--- src/b1_defines.svh ---
`ifndef B1_DEFINES_SVH
`define B1_DEFINES_SVH

// Visible pixels per line, one line buffer bank each
`define LINE_PIXELS 320

// Pixel position width
`define X_BITS 9

// Watchdog kick region, CPU address bits 23:17
`define WD_KICK_HI 7'b0011000

// Palette RAM region, CPU address bits 23:22
`define PAL_HI 2'b01

`define WD_LIMIT 1024	// Cycles without kick before reset
`define WD_PULSE 16		// Reset output length

`endif

--- src/b1Pkg.sv ---
`default_nettype none

`include "b1_defines.svh"

package b1Pkg;

	// Pixel position on the line
	typedef logic [`X_BITS-1:0] xPosT;

	// Palette RAM address
	typedef logic [11:0] palAddrT;

	// Line buffer entry
	// Packed palette first, so the entry is already a palette address
	typedef struct packed {
		logic [7:0] palette;
		logic [3:0] colour;	// 0 is transparent
	} lbEntryT;

	// Watchdog counters
	typedef logic [$clog2(`WD_LIMIT)-1:0] wdCntT;
	typedef logic [$clog2(`WD_PULSE)-1:0] pulseCntT;

endpackage

`default_nettype wire

--- src/cpuDecode.sv ---
`default_nettype none

`include "b1_defines.svh"

module cpuDecode import b1Pkg::*; (
	input wire logic S1H1,
	input wire logic nS1H1,
	input wire logic asN,			// 68000 address strobe
	input wire logic ldsN,			// Lower data strobe
	input wire logic rw,				// High for read
	input wire logic [23:1] cpuAddr,
	output logic palAccess,		// Palette RAM cycle, combinational
	output logic resetOut
);

	logic kick;
	wdCntT wdCnt;			// Cycles since last kick
	pulseCntT pulseCnt;		// Cycles of reset output so far

	// Palette region, read or write
	assign palAccess = !asN && (cpuAddr[23:22] == `PAL_HI);

	// Byte write into the watchdog region
	assign kick = !asN && !ldsN && !rw && (cpuAddr[23:17] == `WD_KICK_HI);

	always_ff @(posedge S1H1 or posedge nS1H1)
	begin
		if (nS1H1)
		begin
			wdCnt <= '0;
			pulseCnt <= '0;
			resetOut <= 1'b0;
		end
		else if (resetOut)
		begin
			// Kicks ignored while pulsing
			if (pulseCnt == pulseCntT'(`WD_PULSE - 1))
			begin
				resetOut <= 1'b0;
				wdCnt <= '0;		// Fresh timeout after the pulse
			end
			else
				pulseCnt <= pulseCnt + 1'b1;
		end
		else if (kick)
			wdCnt <= '0;
		else if (wdCnt == wdCntT'(`WD_LIMIT - 1))
		begin
			resetOut <= 1'b1;		// Expired
			pulseCnt <= '0;
		end
		else
			wdCnt <= wdCnt + 1'b1;
	end

endmodule

`default_nettype wire

--- config.mk ---
export PLATFORM = sky130hd
export DESIGN_NAME = cpuDecode
export DESIGN_NICKNAME = d
export VERILOG_FILES = /design/src/b1Pkg.sv /design/src/cpuDecode.sv
export VERILOG_INCLUDE_DIRS = /design/src
export SDC_FILE = /design/constraint.sdc
export NUM_CORES = 1
export LEC_CHECK = 0
export ABC_AREA = 1
export CAP_MARGIN = 10
export CORE_UTILIZATION = 45
export DETAILED_ROUTE_END_ITERATION = 8
export DONT_BUFFER_PORTS = 1
export REMOVE_ABC_BUFFERS = 1
export SLEW_MARGIN = 20
export SYNTH_ARGS = -nofsm -noshare
export SYNTH_HDL_FRONTEND = slang
export SYNTH_SLANG_ARGS = --single-unit
--- constraint.sdc ---
create_clock -name S1H1 -period 2.5 [get_ports S1H1]
set_clock_uncertainty 0.15 [all_clocks]
set_input_delay 0.25 -clock S1H1 [delete_from_list [all_inputs] [get_ports S1H1]]
set_output_delay 0.25 -clock S1H1 [all_outputs]
set_load 0.01 [all_outputs]
==> reports/results.ini <==
[placed_design]
placed_instance_count=161
port-buffer-count=0
place_hpwl_um=1390
gp_congestion=0.782

[global_routing]
grt_pass1_vias=723
globalRouteOverflowTotal=0
grt_antenna_before_repair=0
grt_first_pass_wirelength_um=3190
largest_net_degree_at_the_start_of_global_routing=16
aggregate_global_route_resource_usage_pct=20.0

[synthesis]
post_synth.cell_area_avg_um2=7.07
synth_async_sr_flop_share_pct=100
synth.ff_latch_count=15
synth_cell_type_count=22
synth_top_flop_cell=dfrtp_1
synth.cell_area_um2=962
synth_edf_count=0
synth_largest_type_area_fraction_pct=39.0
synthCells=136
ys_seq_area_share_pct=39.0
post_synth_main_area_contributors=dfrtp_1 39%, nand2_1 15%, nand3_1 12%
post-synth-top-area-cell=dfrtp_1
yosys_warnings=0

[cts]
cts_htree_levels=1
clock-root-buffer=clkbuf_4
post_cts_hold_buffer_count=1
postCtsResizedCells=0
clk_latency_ns=0.29
clockBufferDepth=2
worst_setup_hold_path_clk_slew_ns=0.10
clock_sink_count=15
cts_tree=built
postCtsSetupRepairBufs=0
cts_buffers=3

[die]
initial_core_util_pct=48.5
num_io_pins=30
die_width_um=48.2
fp.coreArea_um2=1980
floorplan.rows=16
design.die.area_um2=2330
die_height_um=48.2

[timing]
min_period_over_period_pct=71.9
tightest_slew_ns=0.578
slew_violations=0
finalHoldViolCount=0
max_slew_margin_pct=61.2
setup_total_negative_slack_ns=0
setup_viol=0
period_minus_slack_ns=1.80
fmax_mhz=556
grt_setup_unrepaired=false

[cells_and_area]
fillers=200
antenna_cells=0
finish.net_count=170
layout-drive-gt1-share_pct=10.8
layout-area-overhead-vs-synth_pct=5.33
post_route_non_filler_standard_cell_count=166

[route]
route.detailed.drc=0
route.detailed.wl_per_inst_um=11.5
ant_nets=0
detail_route.vias_per_cell=5.05
initialDrtViolationCount=13
drt_pass1_iterations=4
wire_length_reported_by_the_detailed_router_um=1910
route.vias.total=839

[power_and_ir_drop]
post-layout-total-power_uw=768
power_density_nw_per_um2=757
max-vdd-ir-drop_uv=464
static-leakage-power_nw=0.514

[critical_path]
timing.critical_path.required_ns=2.54
critPathLaunchType=flip-flop
data_arrival_at_the_endpoint_of_the_critical_path_ns=1.84
cp-end-kind=flip-flop
timing.critical_path.fanout_max=12
category_of_the_critical_setup_timing_path=flip-flop to flip-flop

[run]
maxCapViolCount=0

[outcome]
result_of_the_run=finished clean

[min_path]
worstHoldPathType=input port to flip-flop

## metal layers
layer | track usage, % | part of all wire (%)
met1 | 26.0 | 51
met2 | 33.3 | 45
met3 | 2.59 | 1.4
met4 | 8.33 | 1.8
met5 | 0 | 0
## sequential cells by signal, summed over array words and instances, names as in the netlist
register	flops
resetOut	1
wdCnt	10
pulseCnt	4
## through the flow
stage	utilization, %	hold slack (ns)	setup slack (ns)	area, µm²
2_1_floorplan	-	0.00148	0.925	935
3_3_place_gp	49.2	0.0882	0.707	976
3_5_place_dp	49.2	0.0949	0.703	976
4_1_cts	51.1	0.195	0.675	1010
5_1_grt	51.1	0.222	0.522	1010
6_report	51.1	0.195	0.703	1010
## cells by family (layout without fill, tap and decap cells)
kind of cell	after synthesis	count (layout)	synth area share (%)
buffers and inverters	17	20	8.32
and+or+nand+nor	93	93	44.0
DFF	15	15	39.0
adders and majority gates	2	2	2.60
xor gates and xnor gates	3	3	2.73
AOI/OAI and AO/OA	6	6	3.38
## area by class of cell
class	count	area (µm²)	area share [%]
sequential	15	375	37.0
tap	27	33.8	3.33
inverter	14	52.6	5.19
timing repair buffer	2	17.5	1.73
multi-input combinational	104	507	50.0
clock inverter	1	5.00	0.494
clock buffer	3	22.5	2.22
## path summary, 6_finish.rpt
path	from	end	slack, ns	depth (start not counted)
setup / recovery	wdCnt[0]	wdCnt[9]	0.70	8
min in group asynchronous	nS1H1	resetOut	0.30	2
hold reg to reg	pulseCnt[3]	pulseCnt[3]	0.37	2
hold / removal	rw	wdCnt[3]	0.19	4
setup reg to reg	wdCnt[0]	wdCnt[9]	0.70	8
max in group asynchronous	nS1H1	wdCnt[5]	1.52	2
## synthesized netlist by cell type (all sizes together), types with 2 or more instances
cell	n
nand2	43
nand3	24
nor2	18
dfrtp	15
inv	14
a21oi	3
buf	3
nand3b	3
ha	2
nor3	2
o21ai	2
or2	2
xor2	2
## power breakdown
| part | switching, mW | internal [mW] |
|---|---|---|
| clock | 0.0895 | 0.0596 |
| combinational | 0.138 | 0.105 |
| sequential | 0.0747 | 0.301 |
## cells in the final DEF (no fill, tap or decap), drive strengths merged, types with 2 or more instances in the layout
cell / instances
or2: 2
inv: 14
dfrtp: 15
nor2: 18
xor2: 2
nor3: 2
a21oi: 3
clkbuf: 3
nand2: 43
ha: 2
nand3: 24
nand3b: 3
o21ai: 2
## worst max-delay path: stages, from the launching register on
cell and delay (ns):
dfrtp_1 0.40, ha_1 0.17, nand2_1 0.10, nor2_4 0.15, nand4_1 0.12, nand2_2 0.21
nand2_2 0.22, nand2_1 0.12, nand2_1 0.05
Power figures use the tool's default switching activity.
