`config.mk`:
```
export PLATFORM = sky130hd
export DESIGN_NAME = paletteSelect
export DESIGN_NICKNAME = d
export VERILOG_FILES = /design/src/b1Pkg.sv /design/src/paletteSelect.sv
export VERILOG_INCLUDE_DIRS = /design/src
export SDC_FILE = /design/constraint.sdc
export NUM_CORES = 1
export LEC_CHECK = 0
export ABC_AREA = 1
export BUFFER_PORTS_ARGS = -buffer_cell sky130_fd_sc_hd__buf_2
export CAP_MARGIN = 20
export CORE_ASPECT_RATIO = 2
export CORE_UTILIZATION = 30
export CTS_CLUSTER_DIAMETER = 30
export DETAILED_ROUTE_END_ITERATION = 8
export GPL_TIMING_DRIVEN = 0
export HOLD_SLACK_MARGIN = 0.12
export PLACE_DENSITY_LB_ADDON = 0.3
export SYNTH_ARGS = -nofsm -noshare
export SYNTH_HDL_FRONTEND = slang
export SYNTH_SLANG_ARGS = --single-unit
```
`constraint.sdc`:
```
create_clock -name S1H1 -period 2.7 [get_ports S1H1]
set_input_delay 0.27 -clock S1H1 [delete_from_list [all_inputs] [get_ports S1H1]]
set_output_delay 0.27 -clock S1H1 [all_outputs]
set_load 0.05 [all_outputs]
```
`src/b1_defines.svh`:
```
`ifndef B1_DEFINES_SVH
`define B1_DEFINES_SVH

// Visible pixels per line, one line buffer bank each
`define LINE_PIXELS 320

// Pixel position width
`define X_BITS 9

// Watchdog kick region, CPU address bits 23:17
`define WD_KICK_HI 7'b0011000

// Palette RAM region, CPU address bits 23:22
`define PAL_HI 2'b01

`define WD_LIMIT 1024	// Cycles without kick before reset
`define WD_PULSE 16		// Reset output length

`endif

```
`src/b1Pkg.sv`:
```
`default_nettype none

`include "b1_defines.svh"

package b1Pkg;

	// Pixel position on the line
	typedef logic [`X_BITS-1:0] xPosT;

	// Palette RAM address
	typedef logic [11:0] palAddrT;

	// Line buffer entry
	// Packed palette first, so the entry is already a palette address
	typedef struct packed {
		logic [7:0] palette;
		logic [3:0] colour;	// 0 is transparent
	} lbEntryT;

	// Watchdog counters
	typedef logic [$clog2(`WD_LIMIT)-1:0] wdCntT;
	typedef logic [$clog2(`WD_PULSE)-1:0] pulseCntT;

endpackage

`default_nettype wire

```
`src/paletteSelect.sv`:
```
`default_nettype none

module paletteSelect import b1Pkg::*; (
	input wire logic S1H1,
	input wire logic nS1H1,
	input wire lbEntryT spriteEntry,		// Already one stage late
	input wire logic [3:0] fixPixel,
	input wire logic [3:0] fixPal,
	input wire logic blank,
	input wire logic palAccess,
	input wire palAddrT cpuPalAddr,		// CPU address bits 12:1
	output palAddrT pa
);

	// Inputs delayed to line up with spriteEntry
	logic [3:0] fixPixelQ;
	logic [3:0] fixPalQ;
	logic blankQ;
	logic palAccessQ;
	palAddrT cpuPalAddrQ;

	always_ff @(posedge S1H1 or posedge nS1H1)
	begin
		if (nS1H1)
		begin
			blankQ <= 1'b0;
			palAccessQ <= 1'b0;
			pa <= '0;
		end
		else
		begin
			blankQ <= blank;
			palAccessQ <= palAccess;
			if (palAccessQ)
				pa <= cpuPalAddrQ;		// CPU wins even in blanking
			else if (blankQ)
				pa <= '0;
			else if (fixPixelQ != 4'd0)
				pa <= {4'd0, fixPalQ, fixPixelQ};	// Opaque fix over sprites
			else
				pa <= {spriteEntry.palette, spriteEntry.colour};
		end
	end

	// Data side of the delay stage
	always_ff @(posedge S1H1)
	begin
		fixPixelQ <= fixPixel;
		fixPalQ <= fixPal;
		cpuPalAddrQ <= cpuPalAddr;
	end

endmodule

`default_nettype wire

```
==> flow_metrics.env <==
export IMPL_fmax_mhz=889
export IMPL_cpPeakStageDelay_ns=0.32
export IMPL_crit_chain="buf_2"
export IMPL_clk_pin_slew_ns=0.07
export IMPL_cts_made_buffers=5
export IMPL_status="finished, final reports clean"
export IMPL_synthesis_area_um2=1070
export IMPL_final_cell_mix="buf_2 (48), nand2_1 (36), dlygate4sd3_1 (23), dfxtp_1 (20), dfrtp_1 (14)"
export IMPL_vias=887
export IMPL_grt_max_degree=15
export IMPL_place_area_um2=1340
export IMPL_setup_slack_ns=1.57
export IMPL_io_pins=48
export IMPL_yosysSeqAreaShare_pct=70.3
export IMPL_clk_latency_ns=0.28
export IMPL_path_class="reg2out"
export IMPL_die_h_um=86.4
export IMPL_synth_xor_area_share_pct=0
export IMPL_fp_dieW_um=44.2
export IMPL_ys_seq_elements=34
export IMPL_diodes=0
export IMPL_critPathTopFamily="flip-flops"
export IMPL_fin_worst_skew_ns=0.00910
export IMPL_irDropWorstVdd_mv=0.383
export IMPL_synthCells=105
export IMPL_p_per_area_nw_per_um2=635
export IMPL_critPathSlowestCell="dfrtp_1"
export IMPL_port_buffers=47
export IMPL_yosys_warnings=0
export IMPL_syn_area_per_cell_um2=10.2
export IMPL_cp_start_kind="flop"
export IMPL_drt_iter0_markers=20
export IMPL_critPathArrivalTime_ns=0.86
export IMPL_fin_setup_tns_ns=0
export IMPL_ys_top_cells_by_area="dfxtp_1 (38%), dfrtp_1 (33%), nand2_1 (13%)"
export IMPL_place_ws_ns=1.70
export IMPL_reg2reg_slack_ns=1.69
export IMPL_synth_fp_nets=141
export IMPL_layout_nets=218
export IMPL_fillers=327
export IMPL_dp_hpwl_um=1530
export IMPL_whs_ns=0.236
export IMPL_maxSlewViolCount=0
export IMPL_hold_path_class="in2reg"
export IMPL_cts_setup_buffers=0
export IMPL_design_area_um2=1660
export IMPL_hold_viol=0
export IMPL_synth_compound_area_share_pct=1.88
export IMPL_placement_rows=30
export IMPL_hp_start="spriteEntry[11]"
export IMPL_synth_top_family_by_area="simple AND/OR/NAND/NOR gates"
export IMPL_cts_resized_gates=0
export IMPL_total_power_mw=1.06
export IMPL_synth_simple_area_share_pct=22.0
export IMPL_grt_overflow=0
export IMPL_min_period_ns=1.13
export IMPL_coreArea_um2=3380
export IMPL_min_period_over_period_pct=41.7
export IMPL_clockRootBuffer="clkbuf_8"
export IMPL_final_antenna_net_count=0
export IMPL_synth_fa_ha_area_share_pct=0
export IMPL_min_delay_path_depth=3
export IMPL_syn_to_final_growth_pct=55.9
export IMPL_track_usage_pct=12.8
export IMPL_setup_violations=0
export IMPL_cts_tree="yes"
export IMPL_whs_endpoint="pa[11]"
export IMPL_grt_pass1_wl_um=3510
export IMPL_vias_per_cell=4.13
export IMPL_critPathRequiredTime_ns=2.43
export IMPL_initial_core_util_pct=31.6
export IMPL_rr_endpoint="pa[9]"
export IMPL_endpoint_kind="output pin"
export IMPL_postRouteWirelength_um=2030
export IMPL_yosys_area_top_type="dfxtp_1"
export IMPL_grt_pass1_vias=863
export IMPL_synthDistinctLibCells=11
export IMPL_p_leak_nw=0.895
export IMPL_postCtsHoldBufs=23
export IMPL_h_tree_depth=2
export IMPL_reg2regPathDepth=4
export IMPL_dr_pass1_iters=6
export IMPL_antenna_found_initial=0
export IMPL_clockBufferDepth=2
export IMPL_slew_headroom_pct=67.2
export IMPL_maxCapViolations=0
export IMPL_cts_sinks=34
export IMPL_fp_dieArea_um2=3810
export IMPL_timing_critical_path_buf_inv=1
export IMPL_path_max_fanout=1
export IMPL_synth_mux_area_share_pct=0
export IMPL_drive_gt1_share_pct=32.8
export IMPL_wl_per_cell_um=9.46
export IMPL_yosysTopAreaCellShare_pct=37.5
export IMPL_rsz0062_at_grt="no"
export IMPL_gp_congestion=0.754
export IMPL_rr_startpoint="palAccessQ"
export IMPL_tightest_slew_ns=0.492
export IMPL_final_common_cell="buf_2"
export IMPL_drc=0
[cell families after synthesis]
kind of cell | Yosys count
simple gates | 52
buf+inv | 15
compound gates | 4
flops | 34
[sequential cells by signal, summed over array words and instances, names as in the netlist]
signal       cells
fixPalQ          4
pa              12
fixPixelQ        4
palAccessQ       1
cpuPalAddrQ     12
blankQ           1
[report_power, final]
part | internal, mW | leakage, nW | total, mW | switching [mW]
combinational | 0.0605 | 0.504 | 0.145 | 0.0848
sequential | 0.535 | 0.343 | 0.544 | 0.00964
clock | 0.205 | 0.0482 | 0.366 | 0.161
total | 0.800 | 0.895 | 1.06 | 0.256
[worst max-delay path by stage]
stage / startpoint / cells after the start / endpoint
detailed placement: palAccessQ / 4 / pa[9]
floorplan: palAccessQ / 4 / pa[10]
global placement: palAccessQ / 4 / pa[9]
finish: pa[3] / 1 / pa[3]
CTS: pa[3] / 1 / pa[3]
global route: pa[3] / 1 / pa[3]
[cell usage after synthesis (all sizes together)]
| master | instances |
|---|---|
| inv | 13 |
| nand2 | 37 |
| o21ai | 4 |
| dfrtp | 14 |
| dfxtp | 20 |
| nor2 | 3 |
| nand3 | 12 |
| buf | 2 |
[layer usage]
layer	up-vias	routed length (um)	track usage [%]
met2	29	1140	21.7
met1	383	737	12.9
met4	0	43	7.44
met3	5	116	4.58
li1	470	-	-
met5	-	0	0
[layout make-up]
class                           instances  area (um2)  share of cell area, %
Multi-Input combinational cell         56         255                   15.3
Timing Repair Buffer                   70         465                   28.0
Clock buffer                            7        86.3                   5.19
Tap cell                               32        40.0                   2.41
Sequential cell                        34         751                   45.1
Clock inverter                          1        5.00                  0.301
Buffer                                  2        12.5                  0.752
Inverter                               13        48.8                   2.93
[stage by stage]
step	utilization [%]	cells
after floorplan	-	105
after global placement	39.7	184
after detailed placement	39.7	184
after CTS	49.3	215
after global routing	49.3	215
final	49.3	215
(Power assumes the default switching activity.)
