## config.mk

```make
export PLATFORM = sky130hd
export DESIGN_NAME = spriteDecode_flat
export DESIGN_NICKNAME = d
export VERILOG_FILES = /design/src/b1Pkg.sv /design/src/spriteWriteIf.sv /design/src/spriteDecode.sv /design/src/flat_wrapper.sv
export VERILOG_INCLUDE_DIRS = /design/src
export SDC_FILE = /design/constraint.sdc
export NUM_CORES = 1
export LEC_CHECK = 0
export ABC_AREA = 1
export CAP_MARGIN = 25
export CORE_UTILIZATION = 25
export CTS_BUF_LIST = sky130_fd_sc_hd__clkbuf_16
export DETAILED_ROUTE_END_ITERATION = 12
export DONT_BUFFER_PORTS = 1
export HOLD_SLACK_MARGIN = 0.15
export PLACE_DENSITY_LB_ADDON = 0.25
export SETUP_SLACK_MARGIN = 0.15
export SLEW_MARGIN = 20
export SYNTH_ARGS = -nofsm -noshare
export SYNTH_HDL_FRONTEND = slang
export SYNTH_SLANG_ARGS = --single-unit
```

## constraint.sdc

```tcl
create_clock -name S1H1 -period 1.15 [get_ports S1H1]
set_input_delay 0.2875 -clock S1H1 [delete_from_list [all_inputs] [get_ports S1H1]]
set_output_delay 0.2875 -clock S1H1 [all_outputs]
set_load 0.005 [all_outputs]
```

## src/b1_defines.svh

```systemverilog
`ifndef B1_DEFINES_SVH
`define B1_DEFINES_SVH

// Visible pixels per line, one line buffer bank each
`define LINE_PIXELS 320

// Pixel position width
`define X_BITS 9

// Watchdog kick region, CPU address bits 23:17
`define WD_KICK_HI 7'b0011000

// Palette RAM region, CPU address bits 23:22
`define PAL_HI 2'b01

`define WD_LIMIT 1024	// Cycles without kick before reset
`define WD_PULSE 16		// Reset output length

`endif

```

## src/b1Pkg.sv

```systemverilog
`default_nettype none

`include "b1_defines.svh"

package b1Pkg;

	// Pixel position on the line
	typedef logic [`X_BITS-1:0] xPosT;

	// Palette RAM address
	typedef logic [11:0] palAddrT;

	// Line buffer entry
	// Packed palette first, so the entry is already a palette address
	typedef struct packed {
		logic [7:0] palette;
		logic [3:0] colour;	// 0 is transparent
	} lbEntryT;

	// Watchdog counters
	typedef logic [$clog2(`WD_LIMIT)-1:0] wdCntT;
	typedef logic [$clog2(`WD_PULSE)-1:0] pulseCntT;

endpackage

`default_nettype wire

```

## src/spriteWriteIf.sv

```systemverilog
`default_nettype none

// Sprite pixel pair write into the back bank
interface spriteWriteIf import b1Pkg::*; ();

	logic weEven;			// One cycle strobe, no ack
	logic weOdd;
	xPosT addr;				// Even pixel of the pair
	lbEntryT entryEven;
	lbEntryT entryOdd;

	modport src (output weEven, weOdd, addr, entryEven, entryOdd);
	modport dst (input weEven, weOdd, addr, entryEven, entryOdd);

endinterface

`default_nettype wire

```

## src/spriteDecode.sv

```systemverilog
`default_nettype none

module spriteDecode import b1Pkg::*; (
	input wire logic S1H1,
	input wire logic nS1H1,
	input wire logic spriteLoad,		// Latch X and palette
	input wire xPosT spriteX,
	input wire logic [7:0] spritePal,
	input wire logic pixelValid,		// One pixel pair this cycle
	input wire logic [3:0] gad,		// Even pixel colour
	input wire logic [3:0] gbd,		// Odd pixel colour
	spriteWriteIf.src wr
);

	xPosT curX;					// Position of next pair
	logic [7:0] curPal;		// Held for the whole sprite
	logic pairValid;

	// Load cycle carries no pixels
	assign pairValid = pixelValid && !spriteLoad;

	// Position and write strobes
	always_ff @(posedge S1H1 or posedge nS1H1)
	begin
		if (nS1H1)
		begin
			curX <= '0;
			wr.weEven <= 1'b0;
			wr.weOdd <= 1'b0;
		end
		else
		begin
			// Colour 0 never written, earlier sprite stays visible
			wr.weEven <= pairValid && (gad != 4'd0);
			wr.weOdd <= pairValid && (gbd != 4'd0);
			if (spriteLoad)
				curX <= spriteX & ~xPosT'(1);	// Pairs sit on even X
			else if (pairValid)
				curX <= curX + xPosT'(2);		// Next pair
		end
	end

	// Palette latch
	always_ff @(posedge S1H1)
	begin
		if (spriteLoad)
			curPal <= spritePal;
	end

	// Request payload, qualified by the strobes above
	always_ff @(posedge S1H1)
	begin
		wr.addr <= curX;
		wr.entryEven <= lbEntryT'{palette: curPal, colour: gad};
		wr.entryOdd <= lbEntryT'{palette: curPal, colour: gbd};
	end

endmodule

`default_nettype wire

```

## src/flat_wrapper.sv

```systemverilog
// flat-port wrapper written by rule: the top's interface ports become plain ports
module spriteDecode_flat import b1Pkg::*;
  (S1H1, nS1H1, spriteLoad, spriteX, spritePal, pixelValid, gad, gbd, wr_weEven, wr_weOdd, wr_addr, wr_entryEven, wr_entryOdd);
  spriteWriteIf wr_i ();
  input wire logic S1H1;
  input wire logic nS1H1;
  input wire logic spriteLoad;
  input wire xPosT spriteX;
  input wire logic [7:0] spritePal;
  input wire logic pixelValid;
  input wire logic [3:0] gad;
  input wire logic [3:0] gbd;
  output wire logic [$bits(wr_i.weEven)-1:0] wr_weEven;
  output wire logic [$bits(wr_i.weOdd)-1:0] wr_weOdd;
  output wire logic [$bits(wr_i.addr)-1:0] wr_addr;
  output wire logic [$bits(wr_i.entryEven)-1:0] wr_entryEven;
  output wire logic [$bits(wr_i.entryOdd)-1:0] wr_entryOdd;
  assign wr_weEven = wr_i.weEven;
  assign wr_weOdd = wr_i.weOdd;
  assign wr_addr = wr_i.addr;
  assign wr_entryEven = wr_i.entryEven;
  assign wr_entryOdd = wr_i.entryOdd;
  spriteDecode u_core (.S1H1(S1H1), .nS1H1(nS1H1), .spriteLoad(spriteLoad), .spriteX(spriteX), .spritePal(spritePal), .pixelValid(pixelValid), .gad(gad), .gbd(gbd), .wr(wr_i));
endmodule
```

==> summary.json <==
{
  "count_of_endpoints_failing_hold_in_the_final_timing_report": {"value": 0},
  "synth.cell_area": {"value": 0.00137, "unit": "mm²"},
  "synth_seq_area_share": {"value": 0.707},
  "power_frac_seq": {"value": 0.491},
  "rsz_0062_raised_after_global_routing": {"value": "true"},
  "clk_transition_reported_paths": {"value": 60, "unit": "ps"},
  "drive_above_1_share": {"value": 0.184},
  "netlist-cell-type-count": {"value": 20},
  "outcome": {"value": "finished, final reports clean"},
  "setup.worst_path.class": {"value": "reg2reg"},
  "first_pass_grt_wire_length": {"value": 4580, "unit": "µm"},
  "cts_root_buf": {"value": "clkbuf_16"},
  "switching_power": {"value": 0.729, "unit": "mW"},
  "io_buffer_count": {"value": 0},
  "coreArea": {"value": 0.00520, "unit": "mm²"},
  "antenna_violations_before_repair": {"value": 0},
  "maxCapViolCount": {"value": 0},
  "floorplan.die.width": {"value": 76.1, "unit": "µm"},
  "finalInstanceArea": {"value": 0.00184, "unit": "mm²"},
  "fin_skew": {"value": 2.19, "unit": "ps"},
  "dp_hpwl": {"value": 1790, "unit": "µm"},
  "crit_chain": {"value": "ha_4, nand2_1, nor2_2, nand3_1, nand3_1, nand2_1"},
  "via_count_of_the_first_global_routing_pass": {"value": 899},
  "critPathMaxStageDelay": {"value": 410, "unit": "ps"},
  "maximum_vdd_ir_drop": {"value": 761, "unit": "µV"},
  "drt.antenna.violating_nets": {"value": 0},
  "fin_setup_tns": {"value": 0, "unit": "ps"},
  "worst_path_max_delay_cell": {"value": "dfrtp_1"},
  "grt.busiest_layer": {"value": "met2"},
  "place_area": {"value": 0.00142, "unit": "mm²"},
  "avgSynthCellArea": {"value": 12.3, "unit": "µm²"},
  "drtPass1Iterations": {"value": 4},
  "ports": {"value": 64},
  "slew_viol_final": {"value": 0},
  "timing.final.crit_share": {"value": 0.926},
  "max_clock_freq": {"value": 939, "unit": "MHz"},
  "power.combinational.fraction": {"value": 0.074},
  "ys_ff_latch": {"value": 42},
  "worst_hold_path_type": {"value": "in2reg"},
  "grt_max_degree": {"value": 19},
  "post_route_utilization": {"value": 0.354},
  "grt_util_met3": {"value": 0.0599},
  "critical_path.reg2reg.startpoint": {"value": "u_core.curX[2]"},
  "design.die.area": {"value": 0.00580, "unit": "mm²"},
  "detail_route.wirelength": {"value": 2720, "unit": "µm"},
  "design.final.nets": {"value": 165},
  "globalRouteMet2Util": {"value": 0.174},
  "grt_remaining_overflow": {"value": 0},
  "maximum_clock_path_buffer_count": {"value": 2},
  "cts_inserted_buffers": {"value": 5},
  "critPathArrivalTime": {"value": 1230, "unit": "ps"},
  "power_leakage": {"value": 0.791, "unit": "nW"},
  "synth.net_count": {"value": 142},
  "post-route-drc-count": {"value": 0},
  "tritoncts_clock_tree": {"value": "built"},
  "cellPowerDensity": {"value": 1920, "unit": "mW/mm²"},
  "path_max_fanout": {"value": 3},
  "timing.critical_path.required": {"value": 1320, "unit": "ps"},
  "rows": {"value": 26},
  "synthesis.yosys.warnings": {"value": 0},
  "switching_share": {"value": 0.207},
  "hold_path.startpoint": {"value": "spriteLoad"},
  "detail_route.iter0.violations": {"value": 27},
  "num_vias": {"value": 839},
  "antenna_cells": {"value": 0},
  "worst_skew_pair.late_latency": {"value": 280, "unit": "ps"},
  "critical_path.startpoint_type": {"value": "flip-flop"},
  "groute.usage.overall": {"value": 0.109},
  "clkPwrFrac": {"value": 0.436},
  "cts-htree-levels": {"value": 2},
  "route.detailed.vias_per_inst": {"value": 4.07},
  "area_growth_syn_to_layout": {"value": 34.0, "unit": "%"},
  "cp-end-kind": {"value": "flip-flop"},
  "internal-power": {"value": 2.80, "unit": "mW"},
  "post_synth_inst_count": {"value": 112},
  "detail_route.wl_per_cell": {"value": 13.2, "unit": "µm"},
  "initial_core_util": {"value": 0.264},
  "cts_hold_buf": {"value": 19},
  "final_period_minus_worst_setup_slack": {"value": 1060, "unit": "ps"},
  "gp_congestion": {"value": 0.714},
  "setup_violating_endpoint_count_in_the_final_report": {"value": 0},
  "cts_num_sinks": {"value": 42},
  "timing.critical_path.from": {"value": "u_core.curX[2]"},
  "setup.reg_to_reg.worst_slack": {"value": 90, "unit": "ps"},
  "pre_cts_slack": {"value": 48.1, "unit": "ps"},
  "met1_usage": {"value": 0.121},
  "post-route-worst-setup-slack": {"value": 85.3, "unit": "ps"},
  "die-height": {"value": 76.1, "unit": "µm"}
}
## synth_stat cells
master     n  share of area
conb_1     1         0.0027
edfxtp_1   8           0.17
o211ai_2   1         0.0091
xnor2_1    3          0.019
o21ai_1    2         0.0073
inv_2      1         0.0027
dfrtp_1   10           0.18
nor2_2     1         0.0046
nand2_2    1         0.0046
nor2_1     4          0.011
buf_4     10          0.055
nand3_1    9          0.033
ha_1       1         0.0091
nor4_1     2         0.0091
nor2_8     1          0.015
a22oi_1    6          0.033
nor2_4     1         0.0082
dfxtp_1   24           0.35
inv_1      7          0.019
nand2_1   19          0.052
## routing by layer
metal,up-vias,routed length [µm]
met5,-,0
met4,0,39
met3,7,263
met2,44,1290
met1,384,1120
li1,404,-
## cells in the final DEF (no fill, tap or decap)
cell,synthesis,routed
inv_1,7,7
nand2_2,1,1
dlymetal6s4s_1,0,3
nor2_2,1,1
nor2_4,1,2
nor4_2,0,1
dlygate4sd3_1,0,16
bufinv_16,0,1
nor4_1,2,1
conb_1,1,1
a22oi_1,6,6
inv_2,1,1
nor2_1,4,3
ha_4,0,1
o211ai_2,1,1
clkinv_2,0,2
clkbuf_16,0,5
nand3_1,9,8
xnor2_1,3,3
buf_4,10,5
nand2_1,19,19
nor2_8,1,1
dfxtp_1,24,24
buf_6,0,2
nand3_2,0,1
edfxtp_1,8,8
o21ai_1,2,2
dfrtp_1,10,10
## sequential cells by signal (all words and copies together), names as in the netlist
| register | flops |
|---|---|
| u_core.wr.entryOdd | 4 |
| u_core.wr.entryEven | 12 |
| u_core.curPal | 8 |
| u_core.wr.weEven | 1 |
| u_core.wr.addr | 8 |
| u_core.curX | 8 |
| u_core.wr.weOdd | 1 |
## final cells by class
type,count,area (µm²)
clock buffers,5,125
clock inverters,3,40.0
fillers,511,3360
inverters,8,30.0
multi-input cells,52,329
flip-flops and latches,42,971
well taps,70,87.6
repair buffers,26,258
## per-stage QoR
step	power, mW	hold slack [ps]	std cells
2_1_floorplan	1.89	128	112
3_3_place_gp	1.92	191	176
3_5_place_dp	1.93	212	176
4_1_cts	3.56	108	203
5_1_grt	3.72	98.2	206
6_report	3.53	116	206
## kinds of logic after synthesis
| family | count (synthesis) | synth area share |
|---|---|---|
| AND/OR/NAND/NOR | 38 | 0.137 |
| adder cells (fa/ha/maj) | 1 | 0.00911 |
| AO/OA/AOI/OAI | 9 | 0.0492 |
| XOR/XNOR | 3 | 0.0191 |
| buffers and inverters | 18 | 0.0765 |
| flip-flops | 42 | 0.707 |
| other | 1 | 0.00273 |
## critical path, delay by kind of cell (launching register included)
family | cells | cell delay, ps
adders and majority gates | 1 | 160
DFF | 1 | 410
and+or+nand+nor | 5 | 390
## final timing paths
kind / end / cells past startpoint
setup / recovery: u_core.curX[7] / 6
hold / removal: u_core.curPal[4] / 0
setup reg to reg: u_core.curX[7] / 6
hold reg to reg: u_core.wr.entryEven[4] / 0
max in group asynchronous: u_core.curX[4] / 2
min in group asynchronous: u_core.wr.weEven / 2
## power by group through the flow
stage	sequential [mW]	combinational (mW)	clock [mW]
3_3_place_gp	1.75	0.165	0
2_1_floorplan	1.74	0.153	0
4_1_cts	1.73	0.232	1.60
5_1_grt	1.75	0.293	1.68
6_report	1.73	0.259	1.54
3_5_place_dp	1.76	0.171	0
## timing repair
item                                    4_1_cts  5_1_grt
pin swaps                                     0        2
hold endpoints to repair                     38        9
endpoints found under the setup margin        4        6
setup buffers                                 0        3
gates resized for setup                       2        8
No activity file was read; power rests on OpenSTA's default activity.
